==> config.mk <==
export PLATFORM = sky130hd
export DESIGN_NAME = accel_regfile_flat
export DESIGN_NICKNAME = d
export VERILOG_FILES = /design/src/scr1_memif_pkg.sv /design/src/sha256_pkg.sv /design/src/reg_bus_if.sv /design/src/accel_regfile.sv /design/src/flat_wrapper.sv
export SDC_FILE = /design/constraint.sdc
export NUM_CORES = 1
export LEC_CHECK = 0
export BUFFER_PORTS_ARGS = -buffer_cell sky130_fd_sc_hd__buf_2
export CAP_MARGIN = 20
export CORE_AREA = 2 2 281 283
export DETAILED_ROUTE_END_ITERATION = 8
export DIE_AREA = 0 0 283 285
export HOLD_SLACK_MARGIN = 0.15
export PLACE_DENSITY = 0.52
export SLEW_MARGIN = 20
export SYNTH_ARGS = -nofsm -noshare
export SYNTH_HDL_FRONTEND = slang
export SYNTH_SLANG_ARGS = --single-unit
export TNS_END_PERCENT = 100
==> constraint.sdc <==
create_clock -name clk -period 14.84 [get_ports clk]
set_input_delay 3.71 -clock clk [delete_from_list [all_inputs] [get_ports clk]]
set_output_delay 3.71 -clock clk [all_outputs]
set_load 0.01 [all_outputs]
==> src/scr1_memif_pkg.sv <==
package scr1_memif_pkg;

	// --------------------
	// dmem bus
	// --------------------
	localparam int DMEM_AWIDTH = 32;
	localparam int DMEM_DWIDTH = 32;

	typedef enum logic {
		SCR1_MEM_CMD_RD = 1'b0,
		SCR1_MEM_CMD_WR = 1'b1
	} mem_cmd_e;

	typedef enum logic [1:0] {
		SCR1_MEM_WIDTH_BYTE  = 2'b00,
		SCR1_MEM_WIDTH_HWORD = 2'b01,
		SCR1_MEM_WIDTH_WORD  = 2'b10
	} mem_width_e;

	// only ready-ok is ever returned, no error response
	typedef enum logic [1:0] {
		SCR1_MEM_RESP_NOTRDY = 2'b00,
		SCR1_MEM_RESP_RDY_OK = 2'b01
	} mem_resp_e;

	// --------------------
	// register map
	// --------------------
	// word index comes from addr[8:2]
	typedef logic [6:0] word_idx_t;

	localparam word_idx_t IDX_CTRL       = 7'd0;
	localparam word_idx_t IDX_COUNTER    = 7'd1;
	localparam word_idx_t IDX_DATA_A     = 7'd2;
	localparam word_idx_t IDX_DATA_B     = 7'd3;
	localparam word_idx_t IDX_DATA_C     = 7'd4;
	// 16 message words
	localparam word_idx_t IDX_MSG_BASE   = 7'd13;
	// 64 schedule words, read only
	localparam word_idx_t IDX_SCHED_BASE = 7'd29;

	// data word, whole or per byte lane
	typedef union packed {
		logic [DMEM_DWIDTH-1:0]        word;
		logic [DMEM_DWIDTH/8-1:0][7:0] lane;
	} mem_word_u;

endpackage

==> src/sha256_pkg.sv <==
package sha256_pkg;

	// --------------------
	// schedule sizes
	// --------------------
	localparam int MSG_WORDS   = 16;
	localparam int SCHED_WORDS = 64;

	typedef logic [31:0] sched_word_t;
	typedef logic [5:0]  sched_idx_t;
	typedef logic [4:0]  step_t;

	// steps needed to expand words 16..63
	function automatic int last_step(int words_per_step);
		return (SCHED_WORDS - MSG_WORDS) / words_per_step;
	endfunction

	// --------------------
	// small sigma
	// --------------------
	function automatic sched_word_t rotr(sched_word_t x, int unsigned n);
		return (x >> n) | (x << (32 - n));
	endfunction

	// applied to w[i-15]
	function automatic sched_word_t sig0(sched_word_t x);
		return rotr(x, 7) ^ rotr(x, 18) ^ (x >> 3);
	endfunction

	// applied to w[i-2]
	function automatic sched_word_t sig1(sched_word_t x);
		return rotr(x, 17) ^ rotr(x, 19) ^ (x >> 10);
	endfunction

endpackage

==> src/reg_bus_if.sv <==
interface reg_bus_if import scr1_memif_pkg::*; ();

	// single-cycle strobes, valid in the dmem request cycle
	logic      wr;
	logic      rd;
	word_idx_t idx;
	// already replicated for narrow writes
	mem_word_u wdata;
	// read word, combinational on idx
	mem_word_u rdata;

	modport slave (
		output wr, rd, idx, wdata,
		input  rdata
	);

	modport regfile (
		input  wr, rd, idx, wdata,
		output rdata
	);

endinterface

==> src/accel_regfile.sv <==
module accel_regfile
	import scr1_memif_pkg::*;
	import sha256_pkg::*;
(
	input  logic        clk,
	input  logic        rst_n,
	reg_bus_if.regfile  bus,
	output logic        go,
	input  step_t       step,
	input  logic        done,
	output mem_word_u   data_a,
	output mem_word_u   data_b,
	input  mem_word_u   data_c,
	output sched_word_t msg [MSG_WORDS],
	output sched_idx_t  sched_idx,
	input  sched_word_t sched_word
);

	localparam int MSG_IW = $clog2(MSG_WORDS);

	word_idx_t msg_off;
	word_idx_t sched_off;
	logic      is_msg;
	logic      is_sched;
	logic      ctrl_wr;
	mem_word_u rd_word;

	// --------------------
	// address decode
	// --------------------
	// offsets wrap below the base, so one compare covers each window
	assign msg_off   = bus.idx - IDX_MSG_BASE;
	assign sched_off = bus.idx - IDX_SCHED_BASE;
	assign is_msg    = msg_off < word_idx_t'(MSG_WORDS);
	assign is_sched  = sched_off < word_idx_t'(SCHED_WORDS);
	assign sched_idx = sched_off[$bits(sched_idx_t)-1:0];

	// any value written to ctrl starts both engines
	assign ctrl_wr = bus.wr && (bus.idx == IDX_CTRL);

	// --------------------
	// control and operands
	// --------------------
	always_ff @(posedge clk or negedge rst_n) begin
		if (!rst_n) begin
			go     <= 1'b0;
			data_a <= '0;
			data_b <= '0;
		end else begin
			go <= ctrl_wr;
			if (bus.wr && (bus.idx == IDX_DATA_A)) begin
				data_a <= bus.wdata;
			end
			if (bus.wr && (bus.idx == IDX_DATA_B)) begin
				data_b <= bus.wdata;
			end
		end
	end

	// message block, taken by the schedule at step 0
	always_ff @(posedge clk) begin
		if (bus.wr && is_msg) begin
			msg[msg_off[MSG_IW-1:0]] <= bus.wdata.word;
		end
	end

	// --------------------
	// read mux
	// --------------------
	always_comb begin
		rd_word.word = '0;
		if (is_msg) begin
			rd_word.word = msg[msg_off[MSG_IW-1:0]];
		end else if (is_sched) begin
			rd_word.word = sched_word;
		end else begin
			case (bus.idx)
				IDX_CTRL:    rd_word.word = {done, {(DMEM_DWIDTH-2){1'b0}}, go};
				IDX_COUNTER: rd_word.word = DMEM_DWIDTH'(step);
				IDX_DATA_A:  rd_word = data_a;
				IDX_DATA_B:  rd_word = data_b;
				IDX_DATA_C:  rd_word = data_c;
				// unmapped reads as zero
				default: begin
				end
			endcase
		end
	end

	// slave samples this on a read strobe
	assign bus.rdata = rd_word;

	// back-to-back ctrl writes would stretch the pulse
	a_go_pulse: assert property (@(posedge clk) disable iff (!rst_n) go |=> !go);

endmodule

==> src/flat_wrapper.sv <==
// flat-port wrapper written by rule: the top's interface ports become plain ports
module accel_regfile_flat import scr1_memif_pkg::*; import sha256_pkg::*;
  (clk, rst_n, go, step, done, data_a, data_b, data_c, msg, sched_idx, sched_word, bus_wr, bus_rd, bus_idx, bus_wdata, bus_rdata);
  reg_bus_if bus_i ();
  input  logic clk;
  input  logic rst_n;
  output logic go;
  input  step_t step;
  input  logic done;
  output mem_word_u data_a;
  output mem_word_u data_b;
  input  mem_word_u data_c;
  output sched_word_t msg[MSG_WORDS];
  output sched_idx_t sched_idx;
  input  sched_word_t sched_word;
  input wire logic [$bits(bus_i.wr)-1:0] bus_wr;
  input wire logic [$bits(bus_i.rd)-1:0] bus_rd;
  input wire logic [$bits(bus_i.idx)-1:0] bus_idx;
  input wire logic [$bits(bus_i.wdata)-1:0] bus_wdata;
  output wire logic [$bits(bus_i.rdata)-1:0] bus_rdata;
  assign bus_i.wr = bus_wr;
  assign bus_i.rd = bus_rd;
  assign bus_i.idx = bus_idx;
  assign bus_i.wdata = bus_wdata;
  assign bus_rdata = bus_i.rdata;
  accel_regfile u_core (.clk(clk), .rst_n(rst_n), .bus(bus_i), .go(go), .step(step), .done(done), .data_a(data_a), .data_b(data_b), .data_c(data_c), .msg(msg), .sched_idx(sched_idx), .sched_word(sched_word));
endmodule
# --- Word level (Yosys, flattened, before mapping) ---
# Cells that the tools add are included.
op_classes:
  n_eq_ne: 4
  muxes: 9
  n_bitwise: 1
  order_cmp: 4
  add_sub_neg: 2
  reduce_logical: 6
ops:
  columns: ["op", "n"]
  rows:
  - ["$bwmux 512", 1]
  - ["$mux 32", 5]
  - ["$pmux 32 s5", 1]
  - ["$bmux 32 s4", 1]
  - ["$demux 32 s4", 1]
  - ["$eq 7x2->1 const B", 2]
  - ["$eq 7x1->1 const B", 1]
  - ["$eq 7x3->1 const B", 1]
  - ["$logic_not 7->1", 1]
  - ["$lt 7x5->1 const B", 1]
  - ["$lt 7x7->1 const B", 1]
  - ["$sub 7x4->7 const B", 1]
  - ["$sub 7x5->7 const B", 1]
  - ["$ge 5x5->1 const B", 1]
  - ["$logic_and 1x1->1", 5]
  - ["$lt 5x1->1 const B", 1]
  - ["$not 4->5", 1]
word_totals:
  out_inout_bits: 615
  in_bits: 113
  ff_bits: 577
  word_cells: 45

# --- Logic depth before layout (Yosys ltp) ---
# Gate-level depths: netlist of run 1.
logic_depth:
  word_depth: 7
  depth_mapped: 14
  ltp_nobuf: 7

# --- Least setup slack after synthesis of run 1 ---
# No wires, ideal clock.
synth_timing:
  path_kind: "input-to-output"
  startpoint: "input port bus_idx[0]"
  endpoint: "output port bus_rdata[14]"
  path_buffers: 7
  path_stages: 12
  arrival_time_ns: 6.601
  required_ns: 11.130
  path_slack_ns: 4.529
  path_cell_list: "buf_2 > buf_4 > buf_2 > buf_2 > inv_1 > ha_1 > buf_2 > buf_1 > clkbuf_1 > mux4_2 > a22oi_1 > a31oi_1"
synth_via:
  word_cells_on_any_way: 16
  cone_classes: "add/sub: 2; order compare: 2; eq/ne: 4; mux: 6; bitwise: 1; reduce/logical: 1"
synth_lines:
  columns: ["element", "line_no", "text"]
  rows:
  - ["start: declaration", "flat_wrapper.sv:18", "input wire logic [$bits(bus_i.idx)-1:0] bus_idx;"]
  - ["$sub 7x5->7", "accel_regfile.sv:33", "assign sched_off = bus.idx - IDX_SCHED_BASE;"]
  - ["named net sched_idx[0]", "flat_wrapper.sv:14", "output sched_idx_t sched_idx;"]
  - ["$lt 7x7->1", "accel_regfile.sv:35", "assign is_sched = sched_off < word_idx_t'(SCHED_WORDS);"]
  - ["$mux 32", "accel_regfile.sv:74", "end else if (is_sched) begin"]
  - ["$mux 32", "accel_regfile.sv:72", "if (is_msg) begin"]
  - ["end: declaration", "flat_wrapper.sv:20", "output wire logic [$bits(bus_i.rdata)-1:0] bus_rdata;"]
# The timed path passes the listed nets, and every way through them passes these cells. The select of a mux whose other input is x is not followed.

# --- Worst setup path in the final report of run 1 ---
layout_timing:
  startpoint: "input port bus_idx[0]"
  endpoint: "output port bus_rdata[11]"
layout_via:
  elab_chain_cells: 6
  word_cells_on_any_way: 16
  cone_classes: "add/sub: 2; order compare: 2; eq/ne: 4; mux: 6; bitwise: 1; reduce/logical: 1"
layout_rtl:
  columns: ["element", "line_no", "text"]
  rows:
  - ["$sub 7x4->7", "accel_regfile.sv:32", "assign msg_off = bus.idx - IDX_MSG_BASE;"]
  - ["$not 4->5 (implied by the code)", "accel_regfile.sv:73", "rd_word.word = msg[msg_off[MSG_IW-1:0]];"]
  - ["$bmux 32 s4", "accel_regfile.sv:73", null]
  - ["$mux 32 (implied by the code) (2 in a row)", "accel_regfile.sv:73", null]
  - ["$mux 32 *", "accel_regfile.sv:72", null]
# Mark *: on every way between the ends. The rest lies on a longest branch, timed or not. The select of a mux whose other input is x is not followed.

==> results of run 1 <==
synthesized netlist by cell type (2+ instances only):
cell       number  area, µm²
inv_1          57        214
nand2_2         2       12.5
nor2_1         18       67.6
o22a_1         26        228
edfxtp_1      512      15400
xor2_1          2       17.5
or2_2           2       12.5
nand3_1         4       20.0
buf_2          22        110
a221oi_1        5       43.8
buf_1           4       15.0
mux4_2        134       3020
buf_4           2       15.0
a21oi_1         8       40.0
and2_1         27        169
and3_1          2       12.5
nor3b_4         2       37.5
a22o_1         26        228
nand4_1         2       12.5
buf_6           6       67.6
xnor2_1         2       17.5
o21ai_0         3       15.0
mux2_2          4       45.0
nand2_1         3       11.3
a222oi_1        6       60.1
nor3_1          9       45.0
ha_1            5       62.6
dfrtp_1        65       1630
clkbuf_1       35        131
mux2_4         60        901
a2111oi_0      26        228
nor2b_1         7       43.8
a31oi_1        26        163
a22oi_1        28        210
cells in the final DEF (no fill, tap or decap), types with 3 or more instances in the layout:
cell        instances
clkbuf_16          68
diode_2             3
dfrtp_1            65
clkinv_2            7
a22o_1             26
nor2_4              9
a2111oi_0          26
ha_1                4
clkinvlp_4          4
and2_1             27
clkbuf_8            7
a222oi_1            6
mux2_2              4
buf_2             724
a31oi_1            26
inv_1              57
a21oi_1             7
o22a_1             26
nand2_1             3
buf_4              30
nand3_1             4
nor3_1              9
nor2b_4             7
a22oi_1            28
clkinv_1            5
mux2_4             60
nor2_1              9
a221oi_1            5
mux4_2            134
edfxtp_1          512
clkbuf_1           20
sequential cells by signal, summed over array words and instances (netlist names):
signal / flops
u_core.msg: 512
u_core.data_a: 32
u_core.data_b: 32
u_core.go: 1
stage by stage:
step	setup slack, ns	area, µm²	hold WS, ns	instances
after floorplan	4.53	23400	0.570	1153
after global placement	3.61	28400	0.522	2890
after detailed placement	3.55	28400	0.516	2890
after CTS	3.57	30600	0.542	3010
after global routing	3.34	30600	0.554	3011
final	3.64	30600	0.542	3013
layer usage:
metal	up-vias	track usage [%]	part of all wire, %
li1	6302	-	-
met1	8360	28.9	38
met2	945	40.1	51
met3	169	5.70	8.5
met4	16	7.49	2.7
met5	-	0	0.11
layout make-up:
cell class,count,area share (%)
Sequential cell,577,55.6
Multi-Input combinational cell,450,19.7
Timing Repair Buffer,756,12.7
Clock buffer,95,6.13
Tap cell,1050,4.30
Clock inverter,25,0.847
Inverter,57,0.700
Antenna cell,3,0.0246
worst max path at each step:
stage,start,endpoint,slack (ns),depth (start not counted)
6_report,bus_idx[0],bus_rdata[11],3.64,10
5_1_grt,bus_idx[0],bus_rdata[10],3.34,10
4_1_cts,bus_idx[0],bus_rdata[11],3.57,10
3_5_place_dp,bus_idx[0],bus_rdata[11],3.55,10
3_3_place_gp,bus_idx[0],bus_rdata[11],3.61,10
2_1_floorplan,bus_idx[0],bus_rdata[14],4.53,12
critical path, delay by kind of cell:
kind,cells,cell delay [ns]
buffers and inverters,4,1.53
AOI/OAI and AO/OA,3,0.90
and+or+nand+nor,2,0.95
adders and majority gates,1,0.30
logic make-up (layout without fill, tap and decap cells):
family / Yosys count / count (layout)
flops: 577 / 577
buf+inv: 126 / 933
xor+xnor: 5 / 5
mux: 198 / 198
other cells: 0 / 3
fa+ha+maj: 5 / 5
simple gates: 83 / 83
compound gates: 159 / 159
power groups by stage:
stage	clock, mW	sequential (mW)	combinational, mW
after floorplan	0	1.85	0.150
after global placement	0	1.84	0.301
after detailed placement	0	1.84	0.304
after CTS	1.63	1.81	0.304
after global routing	1.69	1.81	0.319
final	1.60	1.81	0.301
==> run_results.csv, run 1 <==
group,metric,value,unit
synthesis,synth_compound_area_share,5.38,%
cts,tritoncts,"done",
routing,wl_per_cell,32.2,µm
pwr,power.density,121,mW/mm²
layout,seqCellArea,0.0170,mm²
synthesis,synth-main-ff-cell,"edfxtp_1",
worst_setup_path,path_max_fanout,63,
pwr,p_leak,12.0,nW
synthesis,yosys_warnings,0,
place,hpwl,63700,µm
global_route,grt_pass1_wl,132000,µm
job,cap_viol_max_count,0,
synthesis,ys_seq_area_share,72.7,%
global_route,grt_pass1_vias,16097,
global_route,overflow,0,
global_route,grt_usage,23.3,%
pwr,power.share.combinational,8.1,%
worst_setup_path,endpoint_kind,"output pin",
layout,finalCoreUtilization,39.2,%
synthesis,ys_types,45,
cts,h-tree-depth,3,
routing,ant_nets,0,
worst_setup_path,cp.arrival,7.49,ns
layout,area_growth,30.8,%
die,die_w,283,µm
synthesis,synth-simple-area-share,2.09,%
synthesis,async_flop_share,11.3,%
worst_setup_path,reg2reg_slack,13.96,ns
sta,tightest_slew,1.15,ns
synthesis,synth_nets,1271,
cts,root_buffer,"clkbuf_16",
cts,worstSkewPairLatency,0.61,ns
worst_hold_path,hold_end,"u_core.data_a[24]",
synthesis,syn-mean-instance-area,20.3,µm²
sta,fin_crit,11.20,ns
routing,drc,0,
layout,fill_cells,7292,
sta,relSlewSlack,22.9,%
synthesis,synth_top_family_by_area,"multiplexers",
synthesis,muxShareOfSynthArea,17.0,%
worst_setup_path,path_class,"in -> out",
routing,drt-total-wl,97100,µm
cts,cts_buffers,66,
die,io_pins,728,
sta,grt_setup_unrepaired,"no",
synthesis,synth-xor-area-share,0.219,%
global_route,grt_max_degree,66,
place,port_buffers,726,
pwr,switching_share,23.9,%
worst_setup_path,reg2reg_depth,1,
routing,first_iter_violations,1390,
worst_hold_path,hold_class,"reg -> reg",
synthesis,synthAdderAreaFrac,0.268,%
cts,ctsResizeCount,0,
worst_setup_path,cp_slowest_stage_delay,0.75,ns
die,die_area,0.0807,mm²
pwr,p_switching,0.886,mW
routing,dr.pass1.iters,6,
sta,final-hold-violation-count,0,
sta,fmax,0.0893,GHz
pwr,clkPwrFrac,43.2,%
worst_setup_path,startpoint_type,"input port",
worst_hold_path,hold_depth,1,
worst_setup_path,cp_cell_sequence,"buf_8, inv_1, ha_4, nand4bb_1, o32a_1, nor2_4, buf_4, a2111oi_0, a31oi_1, buf_2",
die,core_area,0.0780,mm²
worst_setup_path,rr_startpoint,"u_core.data_b[0]",
layout,drive_gt1_share,55.2,%
place,gp_congestion,0.866,
sta,final-setup-viol-count,0,
routing,vias,15792,
synthesis,synth_edf_count,512,
worst_hold_path,worstHoldStart,"u_core.data_a[24]",
routing,viasPerCell,5.24,
cts,clk_pin_slew,0.06,ns
pwr,p_total,3.71,mW
cts,clock_sinks,577,
cts,post-cts-setup-buffers,0,
sta,slew_viol_final,0,
pwr,power_frac_seq,48.7,%
outcome,status,"complete, no violations",
sta,skew,0,ns
die,die_h,285,µm
synthesis,syn_area,0.0234,mm²
worst_setup_path,slowest_stage,"nor2_4",
die,row_count,103,
worst_setup_path,rr_endpoint,"u_core.data_b[0]",
worst_setup_path,cp.required,11.13,ns
pwr,ir_worst_vdd,0.0968,mV
sta,finalCritPeriodShare,75.5,%
die,initial_core_util,30.0,%
global_route,antenna_found_initial,9,
cts,postCtsHoldBufs,0,
sta,setup_tns,0,ns
cts,clock_path_buffers,3,
layout,nNetsFinal,2026,
pwr,internal_power,2.83,mW
synthesis,synthCells,1153,
layout,multi_input_area,0.00603,mm²
synthesis,ys_ff_latch,577,
Power figures use the tool's default switching activity.
==> run 2, diff against run 1 <==
- ABC_AREA: unset -> 1
- CORE_AREA: 2 2 281 283 -> 2 2 280 282
- DIE_AREA: 0 0 283 285 -> 0 0 282 284
- PLACE_DENSITY: 0.52 -> 0.57
- clock period: 14.84 -> 11.4 ns (I/O delays scaled with it)
==> run 2 against run 1 <==
Against the previous run:
- first-iteration DRC count is 15% higher
- synthesized area is 14% higher
- register-to-register slack worse by 3.3 ns
- synthesized cell count grew to 2.6 times the previous value
- clock-buffer cell count is 11 lower
- sequential share of layout area is 5.0 points lower
- setup slack worse by 1.4 ns
- sequential power is 30% higher
- wire length is 13% higher
- combinational power is 70% higher
- clock skew stayed put
- critical path type unchanged
- largest cell class unchanged
- largest power group unchanged
==> run_results.csv, run 2 <==
group,metric,value,unit
cts,cts_buffers,67,
pwr,p_switching,1.28,mW
global_route,grt_usage,26.5,%
cts,h-tree-depth,3,
die,die_w,282,µm
sta,setup_tns,0,ns
cts,clock_sinks,577,
synthesis,synth_nets,3086,
global_route,grtUsageMet1,30.6,%
pwr,switching_share,25.7,%
die,die_area,0.0801,mm²
pwr,clkPwrFrac,42.3,%
sta,relSlewSlack,4.80,%
synthesis,ys_top_cells_by_area,"edfxtp_1 (58%), nand2_1 (18%), inv_1 (7.6%)",
sta,whs,0.525,ns
synthesis,syn_area,0.0267,mm²
layout,diodes,0,
die,initial_core_util,34.7,%
cts,root_buffer,"clkbuf_16",
routing,wl_per_cell,23.0,µm
worst_hold_path,hold_depth,2,
place,gp_congestion,0.900,
worst_setup_path,cp_slowest_stage_delay,0.89,ns
worst_setup_path,crit_top_cell,"nand2_1",
pwr,power.share.combinational,10.3,%
routing,vias,22474,
synthesis,ys_types,23,
cts,worstSkewPairLatency,0.59,ns
global_route,overflow,0,
synthesis,yosys.area.top_type_share,57.6,%
pwr,power.density,148,mW/mm²
layout,nNetsFinal,3772,
sta,grt_setup_unrepaired,"no",
sta,finalCritPeriodShare,80.3,%
sta,final-setup-viol-count,0,
sta,skew,0,ns
synthesis,synth-main-ff-cell,"edfxtp_1",
worst_setup_path,slowest_stage,"inv_4",
synthesis,synth_edf_count,512,
die,die_h,284,µm
cts,ctsResizeCount,0,
worst_setup_path,cp_cell_sequence,"buf_8, inv_8, ha_4, inv_1, nand2_1, nand2_4, inv_4, nand2_1, nand2_1, nand2_1, nand2_1, nand2_1, nand2_1, buf_2",
place,port_buffers,726,
synthesis,yosysTopAreaCell,"edfxtp_1",
place,place_ws,2.20,ns
worst_setup_path,path_max_fanout,91,
synthesis,ys_seq_area_share,63.6,%
synthesis,async_flop_share,11.3,%
global_route,antenna_found_initial,3,
cts,clock_path_buffers,3,
sta,slew_viol_final,0,
die,io_pins,728,
pwr,internal_power,3.69,mW
cts,clk_pin_slew,0.06,ns
worst_setup_path,cp.required,8.55,ns
layout,area_growth,25.7,%
synthesis,syn-mean-instance-area,9.00,µm²
routing,dr.pass1.iters,7,
sta,final-hold-violation-count,0,
worst_setup_path,endpoint_kind,"output pin",
layout,drive_gt1_share,24.1,%
sta,fmax,0.109,GHz
layout,final_cell_mix,"nand2_1 (1245), buf_2 (725), inv_1 (542), edfxtp_1 (512), nand3_1 (307)",
worst_setup_path,path_class,"in -> out",
job,cap_viol_max_count,0,
global_route,use_met3,7.11,%
synthesis,ys_ff_latch,577,
layout,fill_cells,7606,
routing,drt-total-wl,109000,µm
place,hpwl,74600,µm
layout,largest_reg_flops,512,
worst_setup_path,cp.arrival,6.31,ns
die,core_area,0.0770,mm²
synthesis,netlist_top_cells_count,"nand2_1 (1247), inv_1 (543), edfxtp_1 (512)",
synthesis,synthCells,2968,
worst_setup_path,startpoint_type,"input port",
cts,post-cts-setup-buffers,0,
pwr,ir_worst_vdd,0.122,mV
global_route,grt_use_met2,47.1,%
sta,fin_crit,9.16,ns
pwr,p_leak,16.5,nW
synthesis,synth_most_common_cell,"nand2_1",
sta,tightest_slew,1.43,ns
synthesis,yosys_warnings,0,
die,row_count,102,
routing,drc,0,
cts,postCtsHoldBufs,0,
outcome,status,"complete, no violations",
layout,final_common_cell,"nand2_1",
global_route,grt_pass1_wl,153000,µm
pwr,power_frac_seq,47.4,%
global_route,grt_max_degree,170,
cts,tritoncts,"done",
routing,viasPerCell,4.74,
global_route,busiest_layer,"met2",
global_route,grt_pass1_vias,21554,
routing,first_iter_violations,1592,
worst_hold_path,hold_class,"reg -> reg",
sta,setup_ws,2.24,ns
routing,ant_nets,0,
worst_setup_path,reg2reg_depth,2,
-- run 2: power by group through the flow --
stage / clock network, mW / registers, mW / logic, mW
floorplan: 0 / 2.41 / 0.258
global placement: 0 / 2.40 / 0.516
detailed placement: 0 / 2.40 / 0.519
CTS: 2.14 / 2.36 / 0.521
global route: 2.22 / 2.36 / 0.563
finish: 2.11 / 2.36 / 0.511
-- run 2: kinds of logic (layout without fill, tap and decap cells) --
| family | after synthesis | after routing | synth area share [%] |
|---|---|---|---|
| simple gates | 1601 | 1601 | 24.1 |
| buf+inv | 690 | 1427 | 10.2 |
| compound gates | 94 | 94 | 1.79 |
| fa+ha+maj | 5 | 5 | 0.234 |
| flops | 577 | 577 | 63.6 |
| xor+xnor | 1 | 1 | 0.0328 |
-- run 2: layout make-up --
| cell class | instances | area [µm²] | area share (%) |
|---|---|---|---|
| timing repair buffer | 756 | 3910 | 11.6 |
| clock buffer | 84 | 1800 | 5.37 |
| sequential | 577 | 17000 | 50.6 |
| tap | 1040 | 1300 | 3.88 |
| multi-input combinational | 1701 | 7150 | 21.3 |
| inverter | 551 | 2080 | 6.21 |
| clock inverter | 36 | 323 | 0.962 |
-- run 2: worst max-delay path, delay by kind of cell --
kind | cells | cell delay, ns
fa+ha+maj | 1 | 0.27
buf+inv | 5 | 1.79
simple gates | 8 | 1.24
-- run 2: worst paths after layout --
kind	startpoint	endpoint	slack, ns
setup reg to reg	u_core.data_b[28]	u_core.data_b[28]	10.62
setup / recovery	bus_idx[0]	bus_rdata[13]	2.24
max in group asynchronous	rst_n	u_core.data_a[19]	8.39
hold reg to reg	u_core.data_b[23]	u_core.data_b[23]	0.53
hold / removal	u_core.data_b[23]	u_core.data_b[23]	0.53
min in group asynchronous	rst_n	u_core.data_b[0]	2.46
-- run 2: stage by stage --
step	total power [mW]	instances	instance area (µm²)	utilization, %
after floorplan	2.67	2968	26700	-
after global placement	2.92	4625	31400	40.8
after detailed placement	2.92	4625	31400	40.8
after CTS	5.02	4745	33600	43.6
after global routing	5.15	4745	33600	43.6
final	4.98	4745	33600	43.6
-- run 2: layer usage --
layer	up-vias	share of wire, %
met5	-	0.034
met4	6	3.5
met3	165	8.2
met2	874	51
met1	10818	38
li1	10611	-
